**src/design/cpu_isa_pkg.sv**
```systemverilog
package cpu_isa_pkg;

    // Basic data and register index types
    typedef logic [31:0] word_t;
    typedef logic [4:0]  reg_addr_t;

    // Field widths of the I and J formats
    localparam int IMM_W  = 16;
    localparam int JUMP_W = 26;

    // Primary opcode, bits 31:26
    typedef enum logic [5:0] {
        OP_SPECIAL = 6'h00,
        OP_J       = 6'h02,
        OP_BEQ     = 6'h04,
        OP_BNE     = 6'h05,
        OP_ADDIU   = 6'h09,
        OP_ORI     = 6'h0d,
        OP_LUI     = 6'h0f,
        OP_LW      = 6'h23,
        OP_SW      = 6'h2b
    } opcode_e;

    // Function field of SPECIAL, bits 5:0
    typedef enum logic [5:0] {
        FN_ADDU = 6'h21,
        FN_SUBU = 6'h23,
        FN_AND  = 6'h24,
        FN_OR   = 6'h25,
        FN_XOR  = 6'h26,
        FN_SLT  = 6'h2a
    } funct_e;

endpackage

```
**src/design/cpu_pipe_pkg.sv**
```systemverilog
package cpu_pipe_pkg;

    // Operation carried from decode into the ALU
    typedef enum logic [3:0] {
        ALU_NOP,
        ALU_ADD,
        ALU_SUB,
        ALU_AND,
        ALU_OR,
        ALU_XOR,
        ALU_SLT,
        ALU_LUI,
        ALU_LINK
    } alu_op_e;

    // Memory command travelling with the instruction
    typedef enum logic [1:0] {
        MEM_NONE,
        MEM_LOAD,
        MEM_STORE
    } mem_op_e;

    localparam logic [31:0] RESET_PC = 32'h0000_0000;
    localparam int REG_COUNT = 32;

endpackage

```
**src/design/reg_file.sv**
```systemverilog
`timescale 1ns/1ps

module reg_file
    import cpu_isa_pkg::*;
    import cpu_pipe_pkg::*;
(
    input  logic      clk,
    input  logic      rst_n_i,
    input  logic      we_i,
    input  reg_addr_t waddr_i,
    input  word_t     wdata_i,
    input  reg_addr_t raddr_a_i,
    input  reg_addr_t raddr_b_i,
    output word_t     rdata_a_o,
    output word_t     rdata_b_o
);

    word_t regs [REG_COUNT];

    always_ff @(posedge clk or negedge rst_n_i) begin
        if (!rst_n_i) begin
            for (int i = 0; i < REG_COUNT; i++) begin
                regs[i] <= '0;
            end
        end else if (we_i && (waddr_i != '0)) begin
            regs[waddr_i] <= wdata_i;
        end
    end

    // Same-cycle write is visible to decode
    assign rdata_a_o = (raddr_a_i == '0) ? '0 :
                       (we_i && (waddr_i == raddr_a_i)) ? wdata_i : regs[raddr_a_i];
    assign rdata_b_o = (raddr_b_i == '0) ? '0 :
                       (we_i && (waddr_i == raddr_b_i)) ? wdata_i : regs[raddr_b_i];

endmodule

```
**src/design/fetch_stage.sv**
```systemverilog
`timescale 1ns/1ps

module fetch_stage
    import cpu_isa_pkg::*;
    import cpu_pipe_pkg::*;
(
    input  logic  clk,
    input  logic  rst_n_i,
    input  logic  branch_taken_i,
    input  word_t branch_target_i,
    input  logic  stall_i,
    input  word_t rom_data_i,
    output word_t rom_addr_o,
    output logic  rom_ce_o,
    output word_t id_pc_o,
    output word_t id_inst_o
);

    word_t pc;
    logic  ce;

    // PC only moves once the ROM is enabled; a stall wins over a branch
    always_ff @(posedge clk or negedge rst_n_i) begin
        if (!rst_n_i) begin
            pc <= RESET_PC;
            ce <= 1'b0;
        end else begin
            ce <= 1'b1;
            if (ce && !stall_i) begin
                pc <= branch_taken_i ? branch_target_i : pc + 32'd4;
            end
        end
    end

    // IF/ID register, NOP while the ROM is still disabled
    always_ff @(posedge clk or negedge rst_n_i) begin
        if (!rst_n_i) begin
            id_inst_o <= '0;
        end else if (!stall_i) begin
            id_inst_o <= ce ? rom_data_i : '0;
        end
    end

    always_ff @(posedge clk) begin
        if (!stall_i) begin
            id_pc_o <= pc;
        end
    end

    assign rom_addr_o = pc;
    assign rom_ce_o   = ce;

endmodule

```
**src/design/decode_stage.sv**
```systemverilog
`timescale 1ns/1ps

module decode_stage
    import cpu_isa_pkg::*;
    import cpu_pipe_pkg::*;
(
    input  word_t     id_pc_i,
    input  word_t     id_inst_i,
    output reg_addr_t rs_addr_o,
    output reg_addr_t rt_addr_o,
    input  word_t     rs_data_i,
    input  word_t     rt_data_i,
    input  logic      ex_wr_en_i,
    input  reg_addr_t ex_wr_addr_i,
    input  word_t     ex_wr_data_i,
    input  mem_op_e   ex_mem_op_i,
    input  logic      mem_wr_en_i,
    input  reg_addr_t mem_wr_addr_i,
    input  word_t     mem_wr_data_i,
    output logic      branch_taken_o,
    output word_t     branch_target_o,
    output logic      stall_req_o,
    output alu_op_e   alu_op_o,
    output mem_op_e   mem_op_o,
    output word_t     operand_a_o,
    output word_t     operand_b_o,
    output word_t     store_data_o,
    output logic      wr_en_o,
    output reg_addr_t wr_addr_o
);

    opcode_e          opcode;
    funct_e           funct;
    reg_addr_t        rs;
    reg_addr_t        rt;
    reg_addr_t        rd;
    logic [IMM_W-1:0] imm;
    word_t            imm_sext;
    word_t            imm_zext;
    word_t            pc_plus4;
    word_t            br_target;
    word_t            jump_target;
    word_t            rs_val;
    word_t            rt_val;
    logic             ex_hit_rs;
    logic             ex_hit_rt;
    logic             mem_hit_rs;
    logic             mem_hit_rt;
    logic             uses_rs;
    logic             uses_rt;

    assign opcode = opcode_e'(id_inst_i[31:26]);
    assign funct  = funct_e'(id_inst_i[5:0]);
    assign rs     = id_inst_i[25:21];
    assign rt     = id_inst_i[20:16];
    assign rd     = id_inst_i[15:11];
    assign imm    = id_inst_i[IMM_W-1:0];

    assign imm_sext = {{(32-IMM_W){imm[IMM_W-1]}}, imm};
    assign imm_zext = {{(32-IMM_W){1'b0}}, imm};

    assign pc_plus4    = id_pc_i + 32'd4;
    assign br_target   = pc_plus4 + {imm_sext[29:0], 2'b00};
    assign jump_target = {pc_plus4[31:28], id_inst_i[JUMP_W-1:0], 2'b00};

    assign rs_addr_o = rs;
    assign rt_addr_o = rt;

    // Forwarding, youngest producer first; register 0 is never forwarded
    assign ex_hit_rs  = ex_wr_en_i && (ex_wr_addr_i == rs) && (rs != '0);
    assign ex_hit_rt  = ex_wr_en_i && (ex_wr_addr_i == rt) && (rt != '0);
    assign mem_hit_rs = mem_wr_en_i && (mem_wr_addr_i == rs) && (rs != '0);
    assign mem_hit_rt = mem_wr_en_i && (mem_wr_addr_i == rt) && (rt != '0);

    assign rs_val = ex_hit_rs ? ex_wr_data_i : (mem_hit_rs ? mem_wr_data_i : rs_data_i);
    assign rt_val = ex_hit_rt ? ex_wr_data_i : (mem_hit_rt ? mem_wr_data_i : rt_data_i);

    always_comb begin
        alu_op_o        = ALU_NOP;
        mem_op_o        = MEM_NONE;
        operand_a_o     = rs_val;
        operand_b_o     = rt_val;
        wr_en_o         = 1'b0;
        wr_addr_o       = rt;
        uses_rs         = 1'b0;
        uses_rt         = 1'b0;
        branch_taken_o  = 1'b0;
        branch_target_o = br_target;
        case (opcode)
            OP_SPECIAL: begin
                wr_addr_o = rd;
                uses_rs   = 1'b1;
                uses_rt   = 1'b1;
                wr_en_o   = 1'b1;
                case (funct)
                    FN_ADDU: alu_op_o = ALU_ADD;
                    FN_SUBU: alu_op_o = ALU_SUB;
                    FN_AND:  alu_op_o = ALU_AND;
                    FN_OR:   alu_op_o = ALU_OR;
                    FN_XOR:  alu_op_o = ALU_XOR;
                    FN_SLT:  alu_op_o = ALU_SLT;
                    default: wr_en_o  = 1'b0;
                endcase
            end
            OP_ORI: begin
                alu_op_o    = ALU_OR;
                operand_b_o = imm_zext;
                wr_en_o     = 1'b1;
                uses_rs     = 1'b1;
            end
            OP_ADDIU: begin
                alu_op_o    = ALU_ADD;
                operand_b_o = imm_sext;
                wr_en_o     = 1'b1;
                uses_rs     = 1'b1;
            end
            OP_LUI: begin
                alu_op_o    = ALU_LUI;
                operand_b_o = imm_zext;
                wr_en_o     = 1'b1;
            end
            OP_LW: begin
                alu_op_o    = ALU_ADD;
                mem_op_o    = MEM_LOAD;
                operand_b_o = imm_sext;
                wr_en_o     = 1'b1;
                uses_rs     = 1'b1;
            end
            OP_SW: begin
                alu_op_o    = ALU_ADD;
                mem_op_o    = MEM_STORE;
                operand_b_o = imm_sext;
                uses_rs     = 1'b1;
                uses_rt     = 1'b1;
            end
            OP_BEQ: begin
                uses_rs        = 1'b1;
                uses_rt        = 1'b1;
                branch_taken_o = (rs_val == rt_val);
            end
            OP_BNE: begin
                uses_rs        = 1'b1;
                uses_rt        = 1'b1;
                branch_taken_o = (rs_val != rt_val);
            end
            OP_J: begin
                // Link value rides along but J itself writes nothing
                alu_op_o        = ALU_LINK;
                operand_a_o     = id_pc_i + 32'd8;
                branch_taken_o  = 1'b1;
                branch_target_o = jump_target;
            end
            default: ;
        endcase
    end

    assign store_data_o = rt_val;

    // Load in EX whose result is needed here
    assign stall_req_o = (ex_mem_op_i == MEM_LOAD) &&
                         ((uses_rs && ex_hit_rs) || (uses_rt && ex_hit_rt));

endmodule

```
**src/design/execute_stage.sv**
```systemverilog
`timescale 1ns/1ps

module execute_stage
    import cpu_isa_pkg::*;
    import cpu_pipe_pkg::*;
(
    input  logic      clk,
    input  logic      rst_n_i,
    input  logic      bubble_i,
    input  alu_op_e   alu_op_i,
    input  mem_op_e   mem_op_i,
    input  word_t     operand_a_i,
    input  word_t     operand_b_i,
    input  word_t     store_data_i,
    input  logic      wr_en_i,
    input  reg_addr_t wr_addr_i,
    output mem_op_e   mem_op_o,
    output word_t     mem_addr_o,
    output word_t     store_data_o,
    output logic      wr_en_o,
    output reg_addr_t wr_addr_o,
    output word_t     wr_data_o
);

    alu_op_e alu_op;
    word_t   op_a;
    word_t   op_b;
    word_t   result;

    // ID/EX control, cleared on reset and on a bubble
    always_ff @(posedge clk or negedge rst_n_i) begin
        if (!rst_n_i) begin
            alu_op   <= ALU_NOP;
            mem_op_o <= MEM_NONE;
            wr_en_o  <= 1'b0;
        end else if (bubble_i) begin
            alu_op   <= ALU_NOP;
            mem_op_o <= MEM_NONE;
            wr_en_o  <= 1'b0;
        end else begin
            alu_op   <= alu_op_i;
            mem_op_o <= mem_op_i;
            wr_en_o  <= wr_en_i;
        end
    end

    always_ff @(posedge clk) begin
        op_a         <= operand_a_i;
        op_b         <= operand_b_i;
        store_data_o <= store_data_i;
        wr_addr_o    <= wr_addr_i;
    end

    always_comb begin
        case (alu_op)
            ALU_ADD:  result = op_a + op_b;
            ALU_SUB:  result = op_a - op_b;
            ALU_AND:  result = op_a & op_b;
            ALU_OR:   result = op_a | op_b;
            ALU_XOR:  result = op_a ^ op_b;
            ALU_SLT:  result = {31'b0, $signed(op_a) < $signed(op_b)};
            ALU_LUI:  result = {op_b[IMM_W-1:0], {IMM_W{1'b0}}};
            ALU_LINK: result = op_a;
            default:  result = '0;
        endcase
    end

    // Address of loads and stores comes from the same adder
    assign mem_addr_o = result;
    assign wr_data_o  = result;

endmodule

```
**src/design/memory_stage.sv**
```systemverilog
`timescale 1ns/1ps

module memory_stage
    import cpu_isa_pkg::*;
    import cpu_pipe_pkg::*;
(
    input  logic      clk,
    input  logic      rst_n_i,
    input  mem_op_e   mem_op_i,
    input  word_t     mem_addr_i,
    input  word_t     store_data_i,
    input  logic      wr_en_i,
    input  reg_addr_t wr_addr_i,
    input  word_t     wr_data_i,
    input  word_t     ram_read_data_i,
    output logic      ram_ce_o,
    output logic      ram_write_en_o,
    output word_t     ram_addr_o,
    output word_t     ram_write_data_o,
    output logic      mem_wr_en_o,
    output reg_addr_t mem_wr_addr_o,
    output word_t     mem_wr_data_o,
    output logic      wb_en_o,
    output reg_addr_t wb_addr_o,
    output word_t     wb_data_o
);

    mem_op_e mem_op;
    word_t   alu_result;

    // EX/MEM register
    always_ff @(posedge clk or negedge rst_n_i) begin
        if (!rst_n_i) begin
            mem_op      <= MEM_NONE;
            mem_wr_en_o <= 1'b0;
        end else begin
            mem_op      <= mem_op_i;
            mem_wr_en_o <= wr_en_i;
        end
    end

    always_ff @(posedge clk) begin
        ram_addr_o       <= mem_addr_i;
        ram_write_data_o <= store_data_i;
        mem_wr_addr_o    <= wr_addr_i;
        alu_result       <= wr_data_i;
    end

    assign ram_ce_o       = (mem_op != MEM_NONE);
    assign ram_write_en_o = (mem_op == MEM_STORE);

    // Loads return in the same cycle
    assign mem_wr_data_o = (mem_op == MEM_LOAD) ? ram_read_data_i : alu_result;

    // MEM/WB register
    always_ff @(posedge clk or negedge rst_n_i) begin
        if (!rst_n_i) begin
            wb_en_o <= 1'b0;
        end else begin
            wb_en_o <= mem_wr_en_o;
        end
    end

    always_ff @(posedge clk) begin
        wb_addr_o <= mem_wr_addr_o;
        wb_data_o <= mem_wr_data_o;
    end

endmodule

```
**src/design/mips_core.sv**
```systemverilog
`timescale 1ns/1ps

module mips_core
    import cpu_isa_pkg::*;
    import cpu_pipe_pkg::*;
(
    input  logic  clk,
    input  logic  rst_n_i,
    input  word_t rom_data_i,
    output word_t rom_addr_o,
    output logic  rom_ce_o,
    input  word_t ram_read_data_i,
    output word_t ram_addr_o,
    output word_t ram_write_data_o,
    output logic  ram_write_en_o,
    output logic  ram_ce_o
);

    // Fetch to decode
    word_t     id_pc;
    word_t     id_inst;
    logic      branch_taken;
    word_t     branch_target;
    logic      stall_req;

    // Decode and register file
    reg_addr_t rs_addr;
    reg_addr_t rt_addr;
    word_t     rs_data;
    word_t     rt_data;

    // Decode to execute
    alu_op_e   id_alu_op;
    mem_op_e   id_mem_op;
    word_t     id_operand_a;
    word_t     id_operand_b;
    word_t     id_store_data;
    logic      id_wr_en;
    reg_addr_t id_wr_addr;

    // Execute to memory, also forwarded
    mem_op_e   ex_mem_op;
    word_t     ex_mem_addr;
    word_t     ex_store_data;
    logic      ex_wr_en;
    reg_addr_t ex_wr_addr;
    word_t     ex_wr_data;

    // Memory feedback and write-back
    logic      mem_wr_en;
    reg_addr_t mem_wr_addr;
    word_t     mem_wr_data;
    logic      wb_en;
    reg_addr_t wb_addr;
    word_t     wb_data;

    fetch_stage u_fetch (
        .clk             (clk),
        .rst_n_i         (rst_n_i),
        .branch_taken_i  (branch_taken),
        .branch_target_i (branch_target),
        .stall_i         (stall_req),
        .rom_data_i      (rom_data_i),
        .rom_addr_o      (rom_addr_o),
        .rom_ce_o        (rom_ce_o),
        .id_pc_o         (id_pc),
        .id_inst_o       (id_inst)
    );

    decode_stage u_decode (
        .id_pc_i         (id_pc),
        .id_inst_i       (id_inst),
        .rs_addr_o       (rs_addr),
        .rt_addr_o       (rt_addr),
        .rs_data_i       (rs_data),
        .rt_data_i       (rt_data),
        .ex_wr_en_i      (ex_wr_en),
        .ex_wr_addr_i    (ex_wr_addr),
        .ex_wr_data_i    (ex_wr_data),
        .ex_mem_op_i     (ex_mem_op),
        .mem_wr_en_i     (mem_wr_en),
        .mem_wr_addr_i   (mem_wr_addr),
        .mem_wr_data_i   (mem_wr_data),
        .branch_taken_o  (branch_taken),
        .branch_target_o (branch_target),
        .stall_req_o     (stall_req),
        .alu_op_o        (id_alu_op),
        .mem_op_o        (id_mem_op),
        .operand_a_o     (id_operand_a),
        .operand_b_o     (id_operand_b),
        .store_data_o    (id_store_data),
        .wr_en_o         (id_wr_en),
        .wr_addr_o       (id_wr_addr)
    );

    reg_file u_regs (
        .clk       (clk),
        .rst_n_i   (rst_n_i),
        .we_i      (wb_en),
        .waddr_i   (wb_addr),
        .wdata_i   (wb_data),
        .raddr_a_i (rs_addr),
        .raddr_b_i (rt_addr),
        .rdata_a_o (rs_data),
        .rdata_b_o (rt_data)
    );

    execute_stage u_exec (
        .clk          (clk),
        .rst_n_i      (rst_n_i),
        .bubble_i     (stall_req),
        .alu_op_i     (id_alu_op),
        .mem_op_i     (id_mem_op),
        .operand_a_i  (id_operand_a),
        .operand_b_i  (id_operand_b),
        .store_data_i (id_store_data),
        .wr_en_i      (id_wr_en),
        .wr_addr_i    (id_wr_addr),
        .mem_op_o     (ex_mem_op),
        .mem_addr_o   (ex_mem_addr),
        .store_data_o (ex_store_data),
        .wr_en_o      (ex_wr_en),
        .wr_addr_o    (ex_wr_addr),
        .wr_data_o    (ex_wr_data)
    );

    memory_stage u_mem (
        .clk              (clk),
        .rst_n_i          (rst_n_i),
        .mem_op_i         (ex_mem_op),
        .mem_addr_i       (ex_mem_addr),
        .store_data_i     (ex_store_data),
        .wr_en_i          (ex_wr_en),
        .wr_addr_i        (ex_wr_addr),
        .wr_data_i        (ex_wr_data),
        .ram_read_data_i  (ram_read_data_i),
        .ram_ce_o         (ram_ce_o),
        .ram_write_en_o   (ram_write_en_o),
        .ram_addr_o       (ram_addr_o),
        .ram_write_data_o (ram_write_data_o),
        .mem_wr_en_o      (mem_wr_en),
        .mem_wr_addr_o    (mem_wr_addr),
        .mem_wr_data_o    (mem_wr_data),
        .wb_en_o          (wb_en),
        .wb_addr_o        (wb_addr),
        .wb_data_o        (wb_data)
    );

endmodule

```
**config.mk**
```make
export PLATFORM = sky130hd
export DESIGN_NAME = mips_core
export DESIGN_NICKNAME = d
export VERILOG_FILES = /design/src/design/cpu_isa_pkg.sv /design/src/design/cpu_pipe_pkg.sv /design/src/design/reg_file.sv /design/src/design/fetch_stage.sv /design/src/design/decode_stage.sv /design/src/design/execute_stage.sv /design/src/design/memory_stage.sv /design/src/design/mips_core.sv
export SDC_FILE = /design/constraint.sdc
export NUM_CORES = 2
export LEC_CHECK = 0
export BUFFER_PORTS_ARGS = -buffer_cell sky130_fd_sc_hd__buf_2
export CAP_MARGIN = 20
export CELL_PAD_IN_SITES_DETAIL_PLACEMENT = 1
export CELL_PAD_IN_SITES_GLOBAL_PLACEMENT = 2
export CORE_MARGIN = 4
export CORE_UTILIZATION = 48
export DETAILED_ROUTE_END_ITERATION = 6
export HOLD_SLACK_MARGIN = 0.12
export PLACE_DENSITY = 0.95
export SLEW_MARGIN = 20
export SYNTH_ARGS = -nofsm -noshare
export SYNTH_HDL_FRONTEND = slang
export SYNTH_SLANG_ARGS = --single-unit
```
**constraint.sdc**
```tcl
create_clock -name clk -period 8.9 [get_ports clk]
set_input_delay 1.78 -clock clk [delete_from_list [all_inputs] [get_ports clk]]
set_output_delay 1.78 -clock clk [all_outputs]
set_load 0.1 [all_outputs]
```
==> results.cfg <==
[status]
outcome = finished clean

[sta]
worst_pin_slew_ns = 1.252
finalSetupTns_ns = 0
slew_headroom = 0.1566
skew_ns = 0.04381
period_share = 0.8245
fmax_mhz = 136.3
fin_ws_ns = 1.562
rsz0062_at_grt = no
min_period_ns = 7.338
hold_viol_final = 0
slew_violations = 0
setup_violations = 0

[routing]
detail-route-antenna-nets = 0
wl_um = 321700
drc = 0
dr.pass1.iters = 6
via_per_inst = 7.339
wl_per_cell_um = 38.66
vias = 61060
drtIter0Drc = 8397

[layout]
largest_register_ffs = 1024
nets = 6323
fin_area_mm2 = 0.08422
final-instance-count-excl-fill = 8320
regMostFlops = u_regs.regs
area_growth_pct = 9.953
drive_above_1_share = 0.3588
final_util = 0.5311

[cts]
cts_resized = 0
post-cts-setup-buffers = 0
cts_tree = yes
cts.path.max_buffers = 3
ctsHoldBuffers = 0
cts_buffers = 145
clkSinkCount = 1339
cts_htree_levels = 4
clk_pin_slew_ns = 0.07
root_buffer = clkbuf_16
clkLatencyLatePin_ns = 0.85

[floorplan]
initial_utilization = 0.4831
chipWidth_um = 407.5
coreArea_mm2 = 0.1586
die-height_um = 407.5
die-area_mm2 = 0.1660
io_pins = 165
rows = 146

[worst_setup_path]
required_ns = 9.63
cp-start-kind = flop
path_buf_inv = 3
ff2ff_path_depth = 18
crit_family = simple AND/OR/NAND/NOR gates
worstReg2RegEnd = u_fetch.rom_addr_o[2]$_DFFE_PN0P_
rr_startpoint = u_fetch.id_inst_o[16]$_DFFE_PN0N_
endpoint_kind = flop
r2r_slack_ns = 1.56
crit_chain = buf_12 > buf_4 > mux4_2 > mux2i_1 > o22ai_1 > nor4_1 > o22ai_1 > mux2_2 > xnor2_1 > nand4_1 > nor4_1 > nand4b_1 > nor3_2 > nand3_1 > a211oi_4 > buf_12 > mux2_2 > o21ai_0
arrival_ns = 8.07
cpPeakStageDelay_ns = 0.96
critPathMaxFanout = 65
slowest_stage = dfrtp_4
worstSetupPathType = flop to flop

[hold_path]
worstHoldEndpoint = u_mem.ram_write_data_o[31]$_DFF_P_
hp-start = u_exec.store_data_o[31]$_DFF_P_
hold_class = flop to flop
min_path_cells = 0

[synth]
syn_area_mm2 = 0.07659
synth_compound_area_frac = 0.08922
synth_nets = 6453
synth.avg_cell_area_um2 = 12.26
synth.ff_latch_count = 1339
synth_adder_area_share = 0.02316
synth.area.mux_share = 0.3285
ys_seq_area_frac = 0.4260
async_flop_share = 0.8215
ys_types = 106
synth_top_family_by_area = multiplexers
synth_edf_count = 32
ys_warn_count = 0
synth_xor_area_frac = 0.01669
synth-simple-area-share = 0.07469
syn_inst = 6247
ys.flop_type = dfrtp_1

[place]
gp_congestion = 0.9909
post-place-ws_ns = 1.912
place_area_mm2 = 0.07892
dp_hpwl_um = 197500
dp_cells = 8042
port_buffers = 164

[power]
power_leakage_nw = 37.00
irDropWorstVdd_uv = 208.5
pwr_density_cell_mw_per_mm2 = 202.1

[global_routing]
grt_pass1_vias = 64490
antenna_found_initial = 25
grt_usage = 0.3809
grt_pass1_wl_um = 467800
grt_max_degree = 172
overflow = 0

[job]
drv_cap = 0
synth_stat cells (40+ instances only):
master	n	area [um^2]
mux4_2	512	11530
nand4_1	45	281.5
nor2b_1	54	337.8
dfrtp_1	1100	27530
o21ai_0	161	805.8
nor2_1	231	867.1
xnor2_1	99	867.1
a22oi_1	103	773.2
ha_1	137	1714
mux2_2	1037	11680
nand2b_1	54	337.8
nor3_1	84	420.4
buf_4	40	300.3
mux2i_1	195	1952
clkbuf_1	323	1212
buf_2	105	525.5
dfxtp_1	207	4144
xor2_1	47	411.6
o211ai_1	54	405.4
nand3_1	119	595.6
buf_1	79	296.5
o22ai_1	44	275.3
nand2_1	393	1475
a21oi_1	203	1016
inv_1	151	566.8
where the power goes:
group / internal, mW / switching, mW
registers: 6.38 / 0.577
clock network: 3.93 / 2.82
logic: 1.02 / 2.29
total: 11.3 / 5.68
placed cells by master (no fill, tap or decap), types with 18 or more instances in the layout:
cell type and n:
dfrtp_1 1090, mux2_2 1037, mux4_2 512, nand2_1 382
nor2_1 215, a21oi_1 203, mux2i_1 195, dfxtp_1 186
buf_2 163, o21ai_0 161, clkbuf_16 153, inv_1 149
ha_1 137, nand3_1 118, buf_4 109, a22oi_1 103
xnor2_1 99, nor3_1 77, nand2b_1 54, o211ai_1 54
nor2b_1 51, xor2_1 47, nand4_1 45, o22ai_1 43
clkbuf_8 36, a211oi_1 32, a221oi_1 32, edfxtp_1 32
and3_1 31, and2_1 29, a21o_1 26, o31ai_1 25
a31oi_1 23, clkbuf_1 23, o21a_1 22, dfxtp_2 21
nor4_1 20, buf_12 20, or3_1 19, or2_2 18
cells by family after synthesis:
| group | Yosys count |
|---|---|
| xor+xnor | 146 |
| mux | 1744 |
| buf+inv | 727 |
| other cells | 1 |
| compound gates | 974 |
| simple gates | 1176 |
| fa+ha+maj | 140 |
| flops | 1339 |
per-stage QoR:
stage	total power [mW]	hold WS, ns
final	17.02	0.3186
after floorplan	9.093	0.3096
after global routing	17.48	0.3226
after detailed placement	10.23	0.3135
after global placement	10.14	0.3105
after CTS	16.93	0.3263
worst max path at each step:
| stage | start | endpoint | depth (start not counted) |
|---|---|---|---|
| floorplan | u_fetch.id_pc_o[3]$_DFFE_PN_ | u_fetch.rom_addr_o[30]$_DFFE_PN0P_ | 23 |
| global placement | u_exec.alu_op[1]$_DFF_PN0_ | u_fetch.rom_addr_o[2]$_DFFE_PN0P_ | 17 |
| detailed placement | u_fetch.id_inst_o[21]$_DFFE_PN0N_ | u_fetch.rom_addr_o[2]$_DFFE_PN0P_ | 16 |
| CTS | u_fetch.id_inst_o[21]$_DFFE_PN0N_ | u_fetch.rom_addr_o[2]$_DFFE_PN0P_ | 16 |
| global route | u_fetch.id_inst_o[16]$_DFFE_PN0N_ | u_fetch.rom_addr_o[2]$_DFFE_PN0P_ | 18 |
| finish | u_fetch.id_inst_o[16]$_DFFE_PN0N_ | u_fetch.rom_addr_o[2]$_DFFE_PN0P_ | 18 |
routing by layer:
| metal | global-route usage | up-vias | part of all wire |
|---|---|---|---|
| met3 | 0.1386 | 1623 | 0.12 |
| met4 | 0.2964 | 12 | 0.094 |
| li1 | - | 23250 | - |
| met5 | 0.0002874 | - | 0.00032 |
| met2 | 0.5695 | 4684 | 0.44 |
| met1 | 0.4461 | 31490 | 0.35 |
area by class of cell:
| class | instances | area [um^2] |
|---|---|---|
| Antenna cell | 10 | 25.02 |
| Clock buffer | 212 | 4410 |
| Clock inverter | 56 | 814.5 |
| Fill cell | 15650 | 74340 |
| Inverter | 156 | 585.6 |
| Multi-Input combinational cell | 4181 | 41040 |
| Sequential cell | 1339 | 32690 |
| Tap cell | 2072 | 2592 |
| Timing Repair Buffer | 294 | 2061 |
No activity file was read; power rests on OpenSTA's default activity.
